<file path="src/hw/scene_pkg.sv">
package scene_pkg;

    localparam int DATA_W  = 16;
    localparam int INDEX_W = 8;   // Limits tables to 256 entries
    localparam int PROP_W  = 4;

    typedef logic [DATA_W-1:0]  data_t;
    typedef logic [INDEX_W-1:0] index_t;
    typedef logic [PROP_W-1:0]  prop_t;
    typedef logic [1:0]         material_t;

    typedef enum logic [2:0] {
        op_none,
        op_camera_set,
        op_light_set,
        op_tri_set,
        op_frame
    } op_t;

    typedef enum logic [1:0] {
        light_ambient,
        light_point,
        light_directional,
        light_spot
    } light_kind_t;

    // Property codes per record kind
    typedef enum logic [PROP_W-1:0] {
        cp_x_loc = 4'd0, cp_y_loc = 4'd1, cp_z_loc = 4'd2,
        cp_x_fwd = 4'd3, cp_y_fwd = 4'd4, cp_z_fwd = 4'd5,
        cp_fov   = 4'd6
    } camera_prop_t;

    typedef enum logic [PROP_W-1:0] {
        lp_kind   = 4'd0,
        lp_x_loc  = 4'd1, lp_y_loc = 4'd2, lp_z_loc = 4'd3,
        lp_colour = 4'd4,
        lp_intensity = 4'd5
    } light_prop_t;

    typedef enum logic [PROP_W-1:0] {
        tp_x1 = 4'd0, tp_y1 = 4'd1, tp_z1 = 4'd2,
        tp_x2 = 4'd3, tp_y2 = 4'd4, tp_z2 = 4'd5,
        tp_x3 = 4'd6, tp_y3 = 4'd7, tp_z3 = 4'd8,
        tp_colour   = 4'd9,
        tp_material = 4'd10
    } tri_prop_t;

    typedef struct packed {
        data_t x_loc, y_loc, z_loc;
        data_t x_fwd, y_fwd, z_fwd;
        data_t fov;
    } camera_t;   // 112 bits

    typedef struct packed {
        light_kind_t kind;
        data_t       x_loc, y_loc, z_loc;
        data_t       colour;
        data_t       intensity;
    } light_t;    // 82 bits

    typedef struct packed {
        data_t     x1, y1, z1;
        data_t     x2, y2, z2;
        data_t     x3, y3, z3;
        data_t     colour;
        material_t material;
    } triangle_t; // 162 bits

    typedef struct packed {
        op_t    op;
        index_t index;
        prop_t  prop;
        data_t  data;
    } scene_inst_t;

    // Write side of a table RAM
    typedef struct packed {
        logic   we;
        index_t addr;
        light_t data;
    } light_port_t;

    typedef struct packed {
        logic      we;
        index_t    addr;
        triangle_t data;
    } tri_port_t;

endpackage

</file>
<file path="src/hw/scene_mode_ctrl.sv">
module scene_mode_ctrl import scene_pkg::*; (
    input  logic clk_100mhz,
    input  logic rst,
    input  logic inst_valid,
    input  op_t  inst_op,
    input  logic renderer_busy,
    output logic stall,
    output logic output_enabled,
    output logic inst_accept
);

    typedef enum logic [1:0] {
        st_writing,
        st_render_pending,
        st_render_busy
    } mode_t;

    mode_t state;

    assign stall          = (state != st_writing);
    assign output_enabled = (state != st_writing);   // Renderer may read while editing is held
    assign inst_accept    = inst_valid && (state == st_writing);

    always_ff @(posedge clk_100mhz) begin
        if (rst) begin
            state <= st_writing;
        end else begin
            case (state)
                st_writing: begin
                    if (inst_accept && inst_op == op_frame) begin
                        state <= st_render_pending;
                    end
                end
                st_render_pending: begin
                    if (renderer_busy) begin
                        state <= st_render_busy;   // Renderer picked up the frame
                    end
                end
                st_render_busy: begin
                    if (!renderer_busy) begin
                        state <= st_writing;
                    end
                end
                default: state <= st_writing;
            endcase
        end
    end

endmodule

</file>
<file path="config.mk">
export PLATFORM = sky130hd
export DESIGN_NAME = scene_mode_ctrl
export DESIGN_NICKNAME = d
export VERILOG_FILES = /design/src/hw/scene_pkg.sv /design/src/hw/scene_mode_ctrl.sv
export SDC_FILE = /design/constraint.sdc
export NUM_CORES = 1
export LEC_CHECK = 0
export BUFFER_PORTS_ARGS = -buffer_cell sky130_fd_sc_hd__buf_2
export CORE_AREA = 2 2 39 41
export DETAILED_ROUTE_END_ITERATION = 16
export DIE_AREA = 0 0 41 43
export PLACE_DENSITY = 0.34
export SLEW_MARGIN = 10
export SYNTH_ARGS = -nofsm -noshare
export SYNTH_HDL_FRONTEND = slang
export SYNTH_SLANG_ARGS = --single-unit
</file>
<file path="constraint.sdc">
create_clock -name clk_100mhz -period 1 [get_ports clk_100mhz]
set_input_delay 0.15 -clock clk_100mhz [delete_from_list [all_inputs] [get_ports clk_100mhz]]
set_output_delay 0.15 -clock clk_100mhz [all_outputs]
set_load 0.02 [all_outputs]
</file>
==> Word-level counts from Yosys, hierarchy flattened <==
Index checks and enable logic that the tools add are counted.
{ "totals": {"in_bits": 7, "register_bits": 2, "word_cells": 16} }
{ "classes": {"mux": 4, "n_eq_ne": 6, "n_reduce_logical": 5} }
{ "ops": {"columns": ["operator", "count"], "rows": [
  ["2-to-1 mux 2 bit", 3],
  ["case mux 2 bit (3 select lines)", 1],
  ["inequality test 2 bit, second input constant", 2],
  ["equality test 3 bit, second input constant", 1],
  ["AND reduction 3 bit", 1],
  ["equality test 2 x 1 -> 1 bit, second input constant", 1],
  ["equality test 2 bit, second input constant", 1],
  ["logical AND 1 bit", 2],
  ["logical NOT 2 bit", 1],
  ["inequality test 2 x 1 -> 1 bit, second input constant", 1],
  ["nonzero test 2 bit", 1]
]} }

==> Depth between registers and ports, before layout <==
Gate-level depths: netlist of run 1.
{ "depth": {"ltp_word": 5, "ltp_mapped": 2, "depth_no_buf": 2} }

==> Least setup slack after synthesis of run 1 <==
OpenSTA, ideal clock, no wires.
{ "synth_path": {"path_type": "register -> output", "from": "reg state[0]", "to": "out inst_accept", "n_path_buf": 0, "path_slack_ps": -119, "path_stages_with_launch": 3, "t_arrival_ps": 969, "cell_sequence": "dfxtp_1 or2_1 nor2_1"} }
{ "synth_via": {"elab_chain_cells": 2} }
{ "synth_rtl": {"columns": ["element", "line", "text"], "rows": [
  ["start: declaration", "scene_mode_ctrl.sv:18", "mode_t state;"],
  ["start signal: assignment", "scene_mode_ctrl.sv:26", "state <= st_writing;"],
  ["start signal: assignment", "scene_mode_ctrl.sv:31", "state <= st_render_pending;"],
  ["start signal: assignment", "scene_mode_ctrl.sv:36", "state <= st_render_busy;"],
  ["logical NOT 2 bit", "scene_mode_ctrl.sv:22", "assign inst_accept = inst_valid && (state == st_writing);"],
  ["logical AND 1 bit", "scene_mode_ctrl.sv:22", null],
  ["end: declaration", "scene_mode_ctrl.sv:9", "output logic inst_accept"]
]} }
No other way between the ends.

==> Worst setup path after layout of run 1 <==
{ "layout_path": {"from": "reg state[1]", "to": "out inst_accept"} }
Same word-level chain as after synthesis.

==> results.tsv, run 1 <==
stage	metric	value	unit
run_status	status	finished, violations left	
run_status	violations	negative setup slack	
place	globalplace.congestion	0.511	
sta	setup_slack	-126	ps
layout	seqCellArea	40.0	um^2
place	port_buffers	9	
route	wl_per_cell	7.37	um
global_routing	gr-total-overflow	0	
layout	fill_cells	154	
sta	min_period	1130	ps
power	leakagePower	0.110	nW
clock_network	clock_latency	220	ps
clock_network	path_clk_slew	30	ps
critical_path	critical_path_required	850	ps
global_routing	grt_pass1_vias	150	
route	post-route-drc-count	0	
sta	hold_viol_final	0	
yosys	ys_seq_area_frac	0.352	
sta	relSlewSlack	0.868	
clock_network	cts_tree	done	
yosys	synth_cell_types	10	
route	dr_wl_met3	48	um
floorplan	dieWidth	41	um
route	top_layer	met3	
layout	largest_reg_flops	2	
sta	setup_viol	3	
clock_network	cts_buffers	3	
sta	holdWs	135	ps
critical_path	cp.arrival	980	ps
floorplan	die_area	1760	um^2
global_routing	antenna_found_initial	0	
power	ir_drop	0.301	mV
place	post-place-cells	38	
floorplan	core_area	1380	um^2
layout	antenna_cells	0	
layout	multi_input_area	87.6	um^2
floorplan	chipHeight	43	um
yosys	syn-num-nets	19	
layout	final_common_cell	buf_2	
power	power_density	1310	nW/um^2
sta	finClkSkew	1.82	ps
clock_network	cts_num_sinks	2	
sta	tightest_slew	197	ps
layout	final_cell_mix	buf_2 (8), clkbuf_4 (3), buf_4 (2), dfxtp_1 (2)	
clock_network	cts_root_buf	clkbuf_4	
flow_run	drv_cap	0	
critical_path	cpMaxStageDelayCell	dfxtp_1	
critical_path	cpPeakStageDelay	300	ps
layout	syn2layout_area_growth	111	%
clock_network	hold_buffers	0	
critical_path	start_kind	register	
route	drtIter0Drc	2	
sta	fin_crit_sh	1.13	
yosys	netlist_area	114	um^2
min_path	hp-class	primary input to register	
layout	fin_cells	41	
route	met2_length	118	um
critical_path	worstSetupPathType	register to primary output	
sta	slew_viol_final	0	
global_routing	grt_max_degree	4	
yosys	syn-instance-count	12	
yosys	ys_ff_latch	2	
route	firstDrtPassIters	2	
layout	top_register	state	
critical_path	crit_chain	or2_4, nor2_4, buf_6	
sta	setup-tns-final	-313	ps
clock_network	post-cts-setup-buffer-count	0	
sta	timing.fmax	888	MHz
yosys	postSynthAreaPerCell	9.49	um^2
floorplan	initial_core_util	0.0823	
route	via_count	134	
route	met1Wirelength	134	um
critical_path	worstSetupEndpointType	primary output	
critical_path	cp_max_fo	3	
floorplan	num_io_pins	10	
layout	largest_registers	state x2	
route	viasPerCell	3.27	
clock_network	clock_tree.buffer_depth	2	
route	totalWireLength	302	um
layout	utilization	0.174	
route	ant_nets	0	
yosys	synth_warnings	0	
layout	drive_gt1_frac	0.720	
global_routing	grt_pass1_wl	489	um
sta	grt_setup_unrepaired	yes	
floorplan	rows	14	
global_routing	grtUsageTotal	0.0501	
layout	fin_nets	34	
clock_network	htreeDepth	1	
==> final timing paths <==
kind / startpoint / endpoint / slack (ps) / cells past startpoint
worst max-delay path: state[1]$_SDFFE_PP0P_ / inst_accept / -130 / 3
worst max register to register: state[0]$_SDFFE_PP0P_ / state[0]$_SDFFE_PP0P_ / 80 / 3
worst min-delay path: rst / state[1]$_SDFFE_PP0P_ / 130 / 2
worst min register to register: state[1]$_SDFFE_PP0P_ / state[1]$_SDFFE_PP0P_ / 650 / 3
==> cells by family (layout without fill, tap and decap cells) <==
family | Yosys count | after routing | share of synthesized area
flops | 2 | 2 | 0.352
simple gates | 6 | 6 | 0.396
compound gates | 1 | 1 | 0.0769
buf+inv | 2 | 15 | 0.0989
xor+xnor | 1 | 1 | 0.0769
==> worst max-delay path: cells and delay by family, from the launching register on <==
kind	cells	cell delay (ps)
simple gates	2	340
flops	1	300
buf+inv	1	110
==> routing by layer <==
metal,up-vias,track usage
met5,-,0
met4,0,0.0800
met3,0,0.0366
met2,10,0.0531
met1,57,0.0447
li1,67,-
==> power by group <==
group | total (mW) | internal, mW | switching (mW) | leakage, nW
clock | 0.178 | 0.132 | 0.0461 | 0.0138
combinational | 0.0533 | 0.0285 | 0.0248 | 0.0802
sequential | 0.0826 | 0.0819 | 0.000678 | 0.0162
==> final cells by class <==
type	count	share of cell area
clock buffer	3	0.0938
inverter	1	0.0156
tap	16	0.0833
sequential	2	0.167
timing repair buffer	11	0.276
multi-input combinational	8	0.365
==> metrics by stage <==
step / power (mW) / cell area (um^2) / worst slack (ps)
global placement: 0.127 / 194 / 57.6
CTS: 0.325 / 225 / -143
floorplan: 0.107 / 121 / -17.0
detailed placement: 0.127 / 194 / 37.5
finish: 0.314 / 240 / -126
global route: 0.335 / 240 / -163
==> synth_stat cells <==
cell     instances  area (um^2)
nor4b_2          1         15.0
dfxtp_1          2         40.0
inv_1            1         3.75
a31o_1           1         8.76
nor2_1           2         7.51
buf_4            1         7.51
nor3b_1          1         7.51
or2_1            1         6.26
nor4b_1          1         8.76
xnor2_1          1         8.76
==> what timing repair did <==
| action | 4_1_cts | 5_1_grt |
|---|---|---|
| resized for setup | 3 | 2 |
| setup endpoints to repair | 3 | 4 |
| pin swaps | 1 | 0 |
(Power assumes the default switching activity.)
==> run 2: changes to the inputs <==
Clock period 1 ns to 1.1 ns, I/O delays scaled along.
==> run 2 against run 1 <==
The flow still finishes with violations (negative setup slack); global-route usage grew 0.90 points; routed wire length rose by 12%; first-iteration DRC count decreased by 50%.
==> results.tsv, run 2 (synthesis results as in run 1) <==
stage	metric	value	unit	change
place	post-place-cells	36		-5.3%
floorplan	rows	14		unchanged
clock_network	cts_num_sinks	2		unchanged
floorplan	die_area	1760	um^2	unchanged
critical_path	worstSetupEndpointType	primary output		
sta	relSlewSlack	0.838		-0.0301
min_path	holdCritStartpoint	rst		
run_status	violations	negative setup slack		
place	port_buffers	9		unchanged
sta	tightest_slew	240	ps	+42.3 ps
sta	grt_setup_unrepaired	yes		
flow_run	drv_cap	0		unchanged
route	totalWireLength	339	um	+12%
layout	antenna_cells	0		unchanged
layout	final_cell_mix	buf_2 (8), clkbuf_4 (3), buf_4 (2), dfxtp_2 (2)		
min_path	hp-class	primary input to register		
sta	min_period	1150	ps	
layout	fill_cells	163		+5.8%
critical_path	cp.arrival	990	ps	about the same
sta	slew_viol_final	0		unchanged
sta	setup_viol	3		unchanged
layout	final_common_cell	buf_2		
clock_network	clock_latency	230	ps	about the same
layout	largest_reg_flops	2		unchanged
sta	setup-tns-final	-90.8	ps	+223 ps
power	p_sw_frac	0.234		+0.00639
sta	finClkSkew	0.632	ps	-1.19 ps
power	power_frac_seq	0.263		about the same
route	drtIter0Drc	1		-1
place	dp_slack	105	ps	+67.8 ps
critical_path	start_kind	register		
route	post-route-drc-count	0		unchanged
layout	utilization	0.165		-0.00904
sta	fin_crit_sh	1.05		
global_routing	grt_pass1_wl	593	um	+21%
power	power_density	1260	nW/um^2	-4.0%
route	viasPerCell	3.32		+1.5%
route	ant_nets	0		unchanged
global_routing	antenna_found_initial	0		unchanged
clock_network	htreeDepth	1		unchanged
layout	fin_area	228	um^2	-5.2%
clock_network	cts_buffers	3		unchanged
route	via_count	136		+1.5%
floorplan	num_io_pins	10		unchanged
layout	drive_gt1_frac	0.760		+0.0400
sta	holdWs	127	ps	-7.73 ps
route	firstDrtPassIters	2		unchanged
power	leakagePower	0.106	nW	-3.8%
global_routing	gr-total-overflow	0		unchanged
layout	syn2layout_area_growth	100	%	
critical_path	cp_max_fo	3		unchanged
clock_network	clock_tree.buffer_depth	2		unchanged
critical_path	r2r_start	state[0]$_SDFFE_PP0P_		
critical_path	critical_path_required	940	ps	+90 ps
sta	hold_viol_final	0		unchanged
route	wl_per_cell	8.27	um	+12%
layout	fin_nets	34		unchanged
power	power_switching	0.0670	mW	-6.4%
floorplan	chipHeight	43	um	unchanged
clock_network	hold_buffers	0		unchanged
floorplan	dieWidth	41	um	unchanged
sta	setup_slack	-51.6	ps	+74.3 ps
layout	largest_registers	state x2		
clock_network	cts_root_buf	clkbuf_4		
floorplan	initial_core_util	0.0823		unchanged
power	total_power	0.286	mW	-9.0%
sta	timing.fmax	868	MHz	
power	power.internal	0.219	mW	-9.7%
layout	top_register	state		
floorplan	core_area	1380	um^2	unchanged
critical_path	worstSetupPathType	register to primary output		
critical_path	setup.worst_path.start	state[1]$_SDFFE_PP0P_		
global_routing	grt_max_degree	4		unchanged
power	p_comb_frac	0.154		-0.016
run_status	status	finished, violations left		
global_routing	grtUsageTotal	0.0591		+0.00896
layout	fin_cells	41		unchanged
place	globalplace.congestion	0.570		+12%
power	pwr-share-clk	0.583		+0.015
global_routing	grt_pass1_vias	171		+14%
clock_network	path_clk_slew	30	ps	about the same
place	dpl_cell_area	174	um^2	-10%
power	ir_drop	0.201	mV	-33%
clock_network	cts_tree	done		
run 2: cell types whose count changed in the layout (fill, tap and decap cells not counted):
cell     delta
dfxtp_1     -2
nor4b_4     -1
nor4b_1     +1
dfxtp_2     +2
run 2: worst max-delay path, stage by stage (launching register included):
cell	delay (ps)
dfxtp_2	310
or2_4	260
nor2_4	80
buf_6	110
run 2: final timing paths:
| check | endpoint | slack, ps | cells after the start |
|---|---|---|---|
| setup / recovery | inst_accept | -50 | 3 |
| hold / removal | state[1]$_SDFFE_PP0P_ | 130 | 2 |
| setup reg to reg | state[0]$_SDFFE_PP0P_ | 180 | 3 |
| hold reg to reg | state[1]$_SDFFE_PP0P_ | 630 | 3 |
run 2: area by class of cell:
cell class              count  area [um^2]  share of cell area
clock buffers               3         22.5              0.0989
inverters                   1         3.75              0.0165
multi-input cells           8         72.6               0.319
flip-flops and latches      2         42.5               0.187
well taps                  16         20.0              0.0879
repair buffers             11         66.3               0.291
run 2: metal layers:
metal | global-route usage | vias up | part of all wire
met5 | 0 | - | 0
met4 | 0.0800 | 0 | 0
met3 | 0.0628 | 0 | 0.19
met2 | 0.0625 | 10 | 0.43
met1 | 0.0478 | 58 | 0.38
li1 | - | 68 | -
run 2: power by group through the flow:
stage          Sequential [mW]  Clock [mW]  Combinational [mW]
3_5_place_dp            0.0768           0              0.0350
4_1_cts                 0.0753       0.180              0.0421
2_1_floorplan           0.0766           0              0.0185
6_report                0.0754       0.167              0.0439
3_3_place_gp            0.0767           0              0.0344
5_1_grt                 0.0754       0.179              0.0492
run 2: what timing repair did:
| item | 4_1_cts | 5_1_grt |
|---|---|---|
| pin swaps | 2 | 1 |
| resized for setup | 5 | 1 |
| buffers inserted | 2 | 0 |
| endpoints found under the setup margin | 3 | 3 |
