==> config.mk <==
export PLATFORM = sky130hd
export DESIGN_NAME = scene_write_pipe
export DESIGN_NICKNAME = d
export VERILOG_FILES = /design/src/hw/scene_pkg.sv /design/src/hw/property_merge.sv /design/src/hw/scene_write_pipe.sv
export SDC_FILE = /design/constraint.sdc
export NUM_CORES = 1
export LEC_CHECK = 0
export ABC_AREA = 1
export BUFFER_PORTS_ARGS = -buffer_cell sky130_fd_sc_hd__buf_2
export CAP_MARGIN = 20
export CORE_ASPECT_RATIO = 2
export CORE_MARGIN = 4
export CORE_UTILIZATION = 45
export CTS_BUF_LIST = sky130_fd_sc_hd__clkbuf_4 sky130_fd_sc_hd__clkbuf_8
export DETAILED_ROUTE_END_ITERATION = 16
export PLACE_DENSITY = 0.66
export SYNTH_ARGS = -nofsm -noshare
export SYNTH_HDL_FRONTEND = slang
export SYNTH_SLANG_ARGS = --single-unit
==> constraint.sdc <==
create_clock -name clk_100mhz -period 26.7 [get_ports clk_100mhz]
set_input_delay 0 -clock clk_100mhz [delete_from_list [all_inputs] [get_ports clk_100mhz]]
set_output_delay 0 -clock clk_100mhz [all_outputs]
set_load 0.03 [all_outputs]
==> src/hw/scene_pkg.sv <==
package scene_pkg;

    localparam int DATA_W  = 16;
    localparam int INDEX_W = 8;   // Limits tables to 256 entries
    localparam int PROP_W  = 4;

    typedef logic [DATA_W-1:0]  data_t;
    typedef logic [INDEX_W-1:0] index_t;
    typedef logic [PROP_W-1:0]  prop_t;
    typedef logic [1:0]         material_t;

    typedef enum logic [2:0] {
        op_none,
        op_camera_set,
        op_light_set,
        op_tri_set,
        op_frame
    } op_t;

    typedef enum logic [1:0] {
        light_ambient,
        light_point,
        light_directional,
        light_spot
    } light_kind_t;

    // Property codes per record kind
    typedef enum logic [PROP_W-1:0] {
        cp_x_loc = 4'd0, cp_y_loc = 4'd1, cp_z_loc = 4'd2,
        cp_x_fwd = 4'd3, cp_y_fwd = 4'd4, cp_z_fwd = 4'd5,
        cp_fov   = 4'd6
    } camera_prop_t;

    typedef enum logic [PROP_W-1:0] {
        lp_kind   = 4'd0,
        lp_x_loc  = 4'd1, lp_y_loc = 4'd2, lp_z_loc = 4'd3,
        lp_colour = 4'd4,
        lp_intensity = 4'd5
    } light_prop_t;

    typedef enum logic [PROP_W-1:0] {
        tp_x1 = 4'd0, tp_y1 = 4'd1, tp_z1 = 4'd2,
        tp_x2 = 4'd3, tp_y2 = 4'd4, tp_z2 = 4'd5,
        tp_x3 = 4'd6, tp_y3 = 4'd7, tp_z3 = 4'd8,
        tp_colour   = 4'd9,
        tp_material = 4'd10
    } tri_prop_t;

    typedef struct packed {
        data_t x_loc, y_loc, z_loc;
        data_t x_fwd, y_fwd, z_fwd;
        data_t fov;
    } camera_t;   // 112 bits

    typedef struct packed {
        light_kind_t kind;
        data_t       x_loc, y_loc, z_loc;
        data_t       colour;
        data_t       intensity;
    } light_t;    // 82 bits

    typedef struct packed {
        data_t     x1, y1, z1;
        data_t     x2, y2, z2;
        data_t     x3, y3, z3;
        data_t     colour;
        material_t material;
    } triangle_t; // 162 bits

    typedef struct packed {
        op_t    op;
        index_t index;
        prop_t  prop;
        data_t  data;
    } scene_inst_t;

    // Write side of a table RAM
    typedef struct packed {
        logic   we;
        index_t addr;
        light_t data;
    } light_port_t;

    typedef struct packed {
        logic      we;
        index_t    addr;
        triangle_t data;
    } tri_port_t;

endpackage

==> src/hw/property_merge.sv <==
module property_merge import scene_pkg::*; (
    input  scene_inst_t inst,
    input  camera_t     camera_in,
    input  light_t      light_in,
    input  triangle_t   tri_in,
    output camera_t     camera_out,
    output light_t      light_out,
    output triangle_t   tri_out
);

    always_comb begin
        camera_out = camera_in;
        light_out  = light_in;
        tri_out    = tri_in;

        case (inst.op)
            op_camera_set: begin
                case (inst.prop)
                    cp_x_loc: camera_out.x_loc = inst.data;
                    cp_y_loc: camera_out.y_loc = inst.data;
                    cp_z_loc: camera_out.z_loc = inst.data;
                    cp_x_fwd: camera_out.x_fwd = inst.data;
                    cp_y_fwd: camera_out.y_fwd = inst.data;
                    cp_z_fwd: camera_out.z_fwd = inst.data;
                    cp_fov:   camera_out.fov   = inst.data;
                    default: ;   // Unknown code leaves the record alone
                endcase
            end

            op_light_set: begin
                case (inst.prop)
                    lp_kind:      light_out.kind      = light_kind_t'(inst.data[1:0]);
                    lp_x_loc:     light_out.x_loc     = inst.data;
                    lp_y_loc:     light_out.y_loc     = inst.data;
                    lp_z_loc:     light_out.z_loc     = inst.data;
                    lp_colour:    light_out.colour    = inst.data;
                    lp_intensity: light_out.intensity = inst.data;
                    default: ;
                endcase
            end

            op_tri_set: begin
                case (inst.prop)
                    tp_x1:       tri_out.x1       = inst.data;
                    tp_y1:       tri_out.y1       = inst.data;
                    tp_z1:       tri_out.z1       = inst.data;
                    tp_x2:       tri_out.x2       = inst.data;
                    tp_y2:       tri_out.y2       = inst.data;
                    tp_z2:       tri_out.z2       = inst.data;
                    tp_x3:       tri_out.x3       = inst.data;
                    tp_y3:       tri_out.y3       = inst.data;
                    tp_z3:       tri_out.z3       = inst.data;
                    tp_colour:   tri_out.colour   = inst.data;
                    tp_material: tri_out.material = inst.data[1:0];
                    default: ;
                endcase
            end

            default: ;   // op_none and op_frame touch no record
        endcase
    end

endmodule

==> src/hw/scene_write_pipe.sv <==
module scene_write_pipe import scene_pkg::*; #(
    parameter int NUM_LIGHTS = 8,
    parameter int NUM_TRIS   = 64
) (
    input  logic        clk_100mhz,
    input  logic        rst,
    input  logic        inst_accept,
    input  scene_inst_t inst,
    input  light_t      light_rd,
    input  triangle_t   tri_rd,
    output light_port_t light_port,
    output tri_port_t   tri_port,
    output index_t      light_raddr,
    output index_t      tri_raddr,
    output camera_t     camera
);

    localparam int LIGHT_AW = (NUM_LIGHTS > 1) ? $clog2(NUM_LIGHTS) : 1;
    localparam int TRI_AW   = (NUM_TRIS > 1) ? $clog2(NUM_TRIS) : 1;

    // Stage one holds the instruction whose record is being read
    logic        s1_valid;
    scene_inst_t s1_inst;
    index_t      s1_addr;

    // Pending write that lands on the next edge
    logic      p_valid;
    op_t       p_op;
    index_t    p_addr;
    camera_t   p_camera;
    light_t    p_light;
    triangle_t p_tri;
    logic      p_writes;

    // Last completed write
    logic      l_valid;
    op_t       l_op;
    index_t    l_addr;
    camera_t   l_camera;
    light_t    l_light;
    triangle_t l_tri;

    camera_t   camera_q;
    logic      pend_hit;
    logic      last_hit;
    camera_t   camera_src;
    light_t    light_src;
    triangle_t tri_src;
    camera_t   camera_mrg;
    light_t    light_mrg;
    triangle_t tri_mrg;

    // Table read goes out on the accept edge with the index masked to the RAM depth
    assign light_raddr = index_t'(inst.index[LIGHT_AW-1:0]);
    assign tri_raddr   = index_t'(inst.index[TRI_AW-1:0]);

    always_comb begin
        case (s1_inst.op)
            op_light_set: s1_addr = index_t'(s1_inst.index[LIGHT_AW-1:0]);
            op_tri_set:   s1_addr = index_t'(s1_inst.index[TRI_AW-1:0]);
            default:      s1_addr = '0;   // Camera is a single record
        endcase
    end

    always_ff @(posedge clk_100mhz) begin
        if (rst) begin
            s1_valid <= 1'b0;
        end else begin
            s1_valid <= inst_accept;
        end
        if (inst_accept) begin
            s1_inst <= inst;
        end
    end

    // Newest copy wins so the pending write beats the last write and storage
    assign pend_hit = p_valid && (p_op == s1_inst.op) && (p_addr == s1_addr);
    assign last_hit = l_valid && (l_op == s1_inst.op) && (l_addr == s1_addr);

    always_comb begin
        if (pend_hit) begin
            camera_src = p_camera;
            light_src  = p_light;
            tri_src    = p_tri;
        end else if (last_hit) begin
            camera_src = l_camera;
            light_src  = l_light;
            tri_src    = l_tri;
        end else begin
            camera_src = camera_q;
            light_src  = light_rd;
            tri_src    = tri_rd;
        end
    end

    property_merge u_merge (
        .inst       (s1_inst),
        .camera_in  (camera_src),
        .light_in   (light_src),
        .tri_in     (tri_src),
        .camera_out (camera_mrg),
        .light_out  (light_mrg),
        .tri_out    (tri_mrg)
    );

    always_ff @(posedge clk_100mhz) begin
        if (rst) begin
            p_valid <= 1'b0;
        end else begin
            p_valid <= s1_valid;
        end
        if (s1_valid) begin
            p_op     <= s1_inst.op;
            p_addr   <= s1_addr;
            p_camera <= camera_mrg;
            p_light  <= light_mrg;
            p_tri    <= tri_mrg;
        end
    end

    assign p_writes = p_valid && (p_op == op_camera_set || p_op == op_light_set ||
                                  p_op == op_tri_set);

    always_ff @(posedge clk_100mhz) begin
        if (rst) begin
            l_valid  <= 1'b0;
            camera_q <= '0;
        end else if (p_writes) begin
            l_valid <= 1'b1;
            if (p_op == op_camera_set) begin
                camera_q <= p_camera;
            end
        end
        if (p_writes) begin
            l_op     <= p_op;
            l_addr   <= p_addr;
            l_camera <= p_camera;
            l_light  <= p_light;
            l_tri    <= p_tri;
        end
    end

    assign light_port.we   = p_valid && (p_op == op_light_set);
    assign light_port.addr = p_addr;
    assign light_port.data = p_light;

    assign tri_port.we   = p_valid && (p_op == op_tri_set);
    assign tri_port.addr = p_addr;
    assign tri_port.data = p_tri;

    assign camera = camera_q;

endmodule

Yosys cells after proc, flatten, opt, wreduce, memory -nomap -nowiden
Index checks and enable logic that the tools add are counted.
{ "op_classes": {"mux": 34, "n_reduce_logical": 11, "eq_ne": 20} }
{ "op_table": {"columns": ["op", "count"], "rows": [
  ["two-way mux 162 bit", 3],
  ["two-way mux 16 bit", 22],
  ["two-way mux 112 bit", 3],
  ["two-way mux 82 bit", 3],
  ["== test 4 x 3 -> 1 bit, second input constant", 4],
  ["== test 8 bit", 2],
  ["== test 3 x 2 -> 1 bit, second input constant", 4],
  ["== test 4 bit, second input constant", 3],
  ["case mux 6 bit (2 select lines)", 1],
  ["== test 4 x 2 -> 1 bit, second input constant", 2],
  ["logical AND 1 bit", 7],
  ["== test 3 x 1 -> 1 bit, second input constant", 2],
  ["== test 3 bit", 2],
  ["== test 4 x 1 -> 1 bit, second input constant", 1],
  ["zero test 4 bit", 1],
  ["two-way mux 2 bit", 2],
  ["logical OR 1 bit", 2],
  ["AND reduction 2 bit", 1]
]} }
{ "word_totals": {"regBits": 878, "elab_cells": 131, "output_inout_bits": 390, "inputBits": 278} }

Logic depth before layout (Yosys ltp)
Gate-level depths: netlist of the first run.
{ "logic_depth": {"depth_word": 8, "mapped_depth": 16, "depth_no_buf": 12} }

Hierarchy
A second synthesis of the first run with hierarchy kept.
{ "hier_totals": {"hier_cells": 5325, "hier_area_um2": 45133.3} }
{ "modules_own_cells": {"columns": ["module", "n_inst", "area_each_um2", "cells_per_inst", "seq_area_each_um2"], "rows": [
  ["scene_write_pipe", 1, 39685.6, 4042, 25154.1],
  ["property_merge", 1, 5447.7, 1283, 0.0]
]} }

Worst setup path after synthesis of the first run
Ideal clock, no wire load.
{ "synth_path": {"path_kind": "register to register", "start": "register p_op[2]", "end": "register l_addr[0] (enable)", "period_less_slack_ps": 28702, "setup_time_ps": 1635, "required_time_ps": 25065, "arrival_time_ps": 27067, "path_stages_with_launch": 2, "path_slack_ps": -2002, "path_buffers": 0, "cell_sequence": "edfxtp_1 -> a211oi_1"} }
{ "synth_between": {"elab_chain_len": 4, "word_cells_on_any_way": 6, "classes_between": "eq/ne (3); reduce/logical (3)"} }
{ "synth_lines": {"columns": ["element", "line", "source"], "rows": [
  ["start, declared", "scene_write_pipe.sv:28", "op_t p_op;"],
  ["start signal, assigned", "scene_write_pipe.sv:113", "p_op <= s1_inst.op;"],
  ["== test 3 x 1 -> 1 bit or == test 3 x 2 -> 1 bit (tied branches)", "scene_write_pipe.sv:121", "assign p_writes = p_valid && (p_op == op_camera_set || p_op == op_light_set ||"],
  ["logical OR 1 bit", "scene_write_pipe.sv:121", null],
  ["logical OR 1 bit *", "scene_write_pipe.sv:121", null],
  ["logical AND 1 bit *", "scene_write_pipe.sv:121", null],
  ["net p_writes", "scene_write_pipe.sv:33", "logic p_writes;"],
  ["end signal, assigned", "scene_write_pipe.sv:136", "l_addr <= p_addr;"],
  ["end, declared", "scene_write_pipe.sv:38", "index_t l_addr;"]
]} }
The timed path passes the listed nets; every way through them passes the cells marked *.
A chain may end at the register's enable or synchronous reset.

==> results of run 1 <==
## worst paths after layout
path	startpoint	endpoint	slack, ps	depth (start not counted)
worst max register to register	s1_inst[30]	tri_port[5]	21690	12
worst min register to register	light_port[32]	l_light[32]	470	0
worst max-delay path	s1_inst[30]	tri_port[5]	21690	12
worst min-delay path	tri_rd[57]	tri_port[57]	100	6
## power breakdown
group          internal, W  switching [W]
registers          0.00153      0.0000308
logic            0.0000827       0.000170
clock network     0.000628       0.000552
## tightest hold or removal path: stages
cell and delay [ps]:
dlygate4sd3_1 510, buf_2 90, o21ai_0 60, nand3_1 70
nand2_1 50, nand2_1 50
## synth_stat cells, drive strengths merged
library cell / instances / area, sq um
dfxtp: 115 / 2300
buf: 134 / 763
a211oi: 1 / 7.51
nand2: 1616 / 6070
a21oi: 162 / 811
nand3b: 1 / 7.51
o21bai: 50 / 375
nand4: 53 / 332
edfxtp: 759 / 22800
nor4: 1 / 6.26
inv: 463 / 1740
o21ai: 615 / 3080
clkinv: 1 / 3.75
nand3: 368 / 1850
nor2: 194 / 764
conb: 1 / 3.75
nor3: 4 / 20.0
clkbuf: 205 / 769
## cell usage in the layout (no fill, tap or decap), drive strengths merged, types with 11 or more instances in the layout
master and n:
o21ai 615, nand4 53, clkinv 18, dlygate4sd3 308
nor2 194, edfxtp 759, dfxtp 115, nand3 368
conb 11, inv 468, clkbuf 212, nand2 1616
a21oi 162, o21bai 50, buf 697
## flip-flops by register name, summed over array words and instances, names as in the netlist, 3 cells and up
| name | cells |
|---|---|
| p_op | 3 |
| camera | 112 |
| p_addr | 6 |
| l_light | 82 |
| l_op | 3 |
| l_camera | 112 |
| tri_port | 162 |
| l_addr | 6 |
| s1_inst | 29 |
| p_camera | 112 |
| l_tri | 162 |
| light_port | 82 |
## metrics by stage
step	instance area (sq um)	hold WS (ps)	cells
2_1_floorplan	41700	98.9	4753
3_3_place_gp	45400	176	6302
3_5_place_dp	45400	178	6302
4_1_cts	51300	0.879	6850
5_1_grt	51300	80.0	6854
6_report	51300	104	6856
## metal layers
layer  vias up  track usage  share of wire
met5         -            0              0
met4         0        0.143          0.050
met3       335       0.0748          0.094
met2      2052        0.507           0.48
met1     17700        0.375           0.37
li1      17300            -              -
## kinds of logic (layout without fill, tap and decap cells)
kind of cell | after synthesis | count (layout) | synth area share
compound gates | 828 | 828 | 0.102
flops | 874 | 874 | 0.602
buf+inv | 803 | 1709 | 0.0785
other cells | 1 | 16 | 0.0000899
simple gates | 2237 | 2237 | 0.217
## repair_timing
item | in CTS | in global routing
resized for setup | 0 | 0
hold endpoints to repair | 351 | 0
hold buffers | 308 | 0
## cell type report
cell class	instances	area, sq um	share of cell area
flip-flops and latches	874	25100	0.489
multi-input cells	3076	13400	0.262
repair buffers	1005	6780	0.132
clock buffers	212	2520	0.0491
inverters	464	1740	0.0340
well taps	1192	1490	0.0291
clock inverters	28	229	0.00446
diodes	5	12.5	0.000244
==> metrics.yaml, run 1 <==
run_status: "finished with violations"
violations: "max-slew violations"
dp_hpwl_microns: 93300
cts.sinks: 874
critPathBufInv: 3
drt_iter0_markers: 3609
fill_cells: 8118
min_path_type: "input port to flop"
grt_first_pass_wirelength_microns: 229000
final_util: 0.559
grt_max_degree: 253
power.density_mw_per_mm2: 58.3
final_max_slew_viol_count: 3
clk_latency_ps: 840
critical_path_peak_fanout: 198
crit_type: "flop to flop"
io_pins: 668
period_share: 0.188
fin_setup_tns_ps: 0
setup_viol: 0
postCtsSetupBuffers: 0
vias: 37400
antenna_found_initial: 5
syn-instance-count: 4743
avgRoutedWirePerCell_microns: 22.6
io_buffers: 654
place_congestion: 0.838
core_sq_mm: 0.0917
syn_to_final_growth_pct: 23.0
drc: 0
setup_slack_ps: 21690
grt-ovfl-total: 0
rsz0062_at_grt: "false"
yosysWarnings: 0
cts_tree: "yes"
period_needed_ps: 5010
die_w_microns: 223
yosysSeqAreaShare: 0.602
crit_chain: "inv_2 > nand3_1 > nand2_1 > nand2_1 > nor2_1 > nand3_4 > nor2_4 > buf_12 > buf_4 > nand2_1 > nand3_1 > a21oi_1"
skew_ps: 24.2
routed_wl_microns: 155000
max_cap_violations: 0
arrival_ps: 5590
htreeDepth: 4
critPathRequiredTime_ps: 27280
hold_violations: 0
synth_cell_types: 27
placementRows: 157
avgSynthCellArea_sq_um: 8.79
antenna_left: 0
start_kind: "flop"
critPathMaxStageDelay_ps: 980
grt_pass1_vias: 36300
crit_family: "simple AND/OR/NAND/NOR gates"
die-area_sq_mm: 0.0979
relSlewSlack: -0.000345
endpoint_kind: "flop"
crit_top_cell: "nand2_1"
grtUsageTotal: 0.305
tightest_slew_ps: 1500
pre_cts_ws_ps: 21880
slowest_stage: "buf_4"
dr.pass1.iters: 6
cellLeakagePower_nw: 20.9
path_clk_slew_ps: 60
viasPerCell: 5.45
ir_drop_mv: 0.0566
die-height_microns: 438
fmax_mhz: 200
cts_buffer_depth: 3
ys_seq_elements: 874
total_power_w: 0.00299
clockRootBuffer: "clkbuf_8"
cts_made_buffers: 133
synth_area_sq_mm: 0.0417
layout.nets: 5832
start_util: 0.454
drive_above_1_share: 0.166
(Power assumes the default switching activity.)
==> run 2: changes to the inputs <==
--- a/config.mk
+++ b/config.mk
@@ -5,7 +5,7 @@
 export SDC_FILE = /design/constraint.sdc
 export NUM_CORES = 1
 export LEC_CHECK = 0
-export ABC_AREA = 1
+export ABC_AREA = 0
 export BUFFER_PORTS_ARGS = -buffer_cell sky130_fd_sc_hd__buf_2
 export CAP_MARGIN = 20
 export CORE_ASPECT_RATIO = 2
@@ -13,7 +13,7 @@
 export CORE_UTILIZATION = 45
 export CTS_BUF_LIST = sky130_fd_sc_hd__clkbuf_4 sky130_fd_sc_hd__clkbuf_8
 export DETAILED_ROUTE_END_ITERATION = 16
-export PLACE_DENSITY = 0.66
+export PLACE_DENSITY = 0.67
 export SYNTH_ARGS = -nofsm -noshare
 export SYNTH_HDL_FRONTEND = slang
 export SYNTH_SLANG_ARGS = --single-unit
==> constraint.sdc (replaced) <==
create_clock -name clk_100mhz -period 4.2 [get_ports clk_100mhz]
set_input_delay 0 -clock clk_100mhz [delete_from_list [all_inputs] [get_ports clk_100mhz]]
set_output_delay 0 -clock clk_100mhz [all_outputs]
set_load 0.03 [all_outputs]
==> metrics.yaml, run 2 <==
synth_most_common_cell: "edfxtp_1"
yosysWarnings: 0
dp_cells: 4706
layout_common_cells: "edfxtp_1, buf_2, a21oi_1, nand2_1, dlygate4sd3_1"
avgSynthCellArea_sq_um: 12.0
cts_made_buffers: 119
grt_max_degree: 114
p_seq_frac: 0.533
arrival_ps: 4220
internal_power_w: 0.0139
io_buffers: 654
placed_cell_area_sq_mm: 0.0428
critPathRequiredTime_ps: 4760
critical_path_peak_fanout: 16
power.density_mw_per_mm2: 387
vias: 33000
synth_edf_count: 759
io_pins: 668
dr.pass1.iters: 8
drc: 0
synthArstFlopShare: 0
clockRootBuffer: "clkbuf_8"
fin_cells: 5269
cts.sinks: 874
min-delay-start: "tri_rd[125]"
skew_ps: 26.0
layout_commonest_cell: "edfxtp_1"
htreeDepth: 3
path_clk_slew_ps: 80
postCtsSetupBuffers: 0
critPathMaxStageDelay_ps: 760
synth_area_sq_mm: 0.0384
layout.nets: 4364
grt_pass1_vias: 32800
hold_ws_ps: 81.2
avgRoutedWirePerCell_microns: 27.9
crit_chain: "nand2b_1 > nor2_1 > o32ai_4 > buf_4 > nand4_1 > o22ai_1 > a21oi_1"
period_share: 0.872
p_clk_frac: 0.369
synth_cell_types: 48
placementRows: 151
netSwitchingPower_w: 0.00494
ir_drop_mv: 0.433
synth_commonest_cells: "edfxtp_1, a21oi_1, nand2_1, o22ai_1, clkbuf_1"
min_path_type: "input port to flop"
dp_hpwl_microns: 87700
crit_type: "flop to flop"
hold_violations: 0
antenna_left: 0
critPathBufInv: 1
synth_area_leaders: "edfxtp_1, a21oi_1, dfxtp_1, mux2i_1, o22ai_1"
max_cap_violations: 0
routed_wl_microns: 147000
drt_iter0_markers: 3904
grt-ovfl-total: 0
antenna_found_initial: 7
cts_buffer_depth: 3
cellLeakagePower_nw: 16.7
synthFlopType: "edfxtp_1"
syn_to_final_growth_pct: 26.6
hold_depth: 4
syn-instance-count: 3188
final_max_slew_viol_count: 0
r2r-start: "s1_inst[30]"
seq_area_sq_mm: 0.0251
run_status: "complete, no violations"
fin_setup_tns_ps: 0
setup_viol: 0
core_sq_mm: 0.0846
place_congestion: 0.816
die-height_microns: 421
period_needed_ps: 3660
hold_end: "tri_port[125]"
crit_family: "compound AO/OA/AOI/OAI gates"
start_util: 0.454
ff2ff_path_depth: 7
combPwrFrac: 0.099
fmax_mhz: 273
fill_cells: 6921
r2r-end: "tri_port[74]"
multi_input_area_sq_mm: 0.0119
grtUsageTotal: 0.312
rsz0062_at_grt: "false"
drive_above_1_share: 0.236
swShare: 0.263
ys_seq_elements: 874
cts_tree: "yes"
relSlewSlack: 0.193
clk_latency_ps: 840
slowest_stage: "nand4_1"
die_w_microns: 215
die-area_sq_mm: 0.0903
synth_top_area_cell: "edfxtp_1"
synth_top_cell_area_share: 0.594
start_kind: "flop"
final_area_sq_mm: 0.0486
reg2reg_slack_ps: 540
grt_first_pass_wirelength_microns: 216000
endpoint_kind: "flop"
tightest_slew_ps: 1200
yosysSeqAreaShare: 0.654
viasPerCell: 6.27
run 2: how the worst max path moves through the flow:
stage	start	to	slack [ps]	depth (start not counted)
after detailed placement	s1_inst[16]	tri_port[120]	660	7
after CTS	s1_inst[29]	tri_port[74]	540	7
after global routing	s1_inst[29]	tri_port[79]	430	7
after global placement	s1_inst[19]	light_port[19]	560	7
after floorplan	p_op[2]	l_addr[0]	390	2
final	s1_inst[30]	tri_port[74]	540	7
run 2: kinds of logic (layout without fill, tap and decap cells):
family                    after synthesis  in the layout  share of synthesized area
muxes                                 214            214                     0.0558
other                                   1             17                  0.0000977
xor gates and xnor gates               14             14                    0.00319
buffers and inverters                 341           1335                     0.0400
AOI/OAI and AO/OA                    1222           1222                      0.190
DFF                                   874            874                      0.654
and+or+nand+nor                       522            522                     0.0570
run 2: cell type report:
cell class              count  share of cell area
flip-flops and latches    874               0.516
clock buffers             158              0.0414
multi-input cells        1983               0.245
diodes                      6            0.000309
repair buffers           1102               0.159
inverters                   6            0.000463
clock inverters            69             0.00955
well taps                1071              0.0276
run 2: layer usage:
| layer | vias up | global-route usage | routed length [microns] | share of wire |
|---|---|---|---|---|
| li1 | 14100 | - | - | - |
| met1 | 16200 | 0.395 | 54200 | 0.37 |
| met2 | 2330 | 0.509 | 69700 | 0.47 |
| met3 | 429 | 0.0667 | 14700 | 0.10 |
| met4 | 0 | 0.158 | 8210 | 0.056 |
| met5 | - | 0 | 0 | 0 |
run 2: repair_timing:
item                                    4_1_cts  5_1_grt
gates resized for setup                       0        0
endpoints found under the setup margin        0        0
endpoints found under the hold margin       357        0
hold buffers                                329        0
run 2: worst register-to-register path: stages (launching register included):
cell and delay (ps):
edfxtp_1 600, nand2b_1 330, nor2_1 120, o32ai_4 660, buf_4 360, nand4_1 770
o22ai_1 470, a21oi_1 100
run 2: through the flow:
step           setup slack [ps]  total power (W)   util
6_report                    539           0.0188  0.574
3_3_place_gp                560           0.0117  0.506
5_1_grt                     429           0.0193  0.574
3_5_place_dp                660           0.0118  0.506
4_1_cts                     543           0.0189  0.574
2_1_floorplan               395           0.0110      -
run 2: power by group through the flow:
stage / logic, W / clock network [W] / registers, W
6_report: 0.00185 / 0.00694 / 0.0100
5_1_grt: 0.00192 / 0.00737 / 0.0100
4_1_cts: 0.00182 / 0.00704 / 0.0100
3_5_place_dp: 0.00157 / 0 / 0.0102
3_3_place_gp: 0.00155 / 0 / 0.0102
2_1_floorplan: 0.000517 / 0 / 0.0105
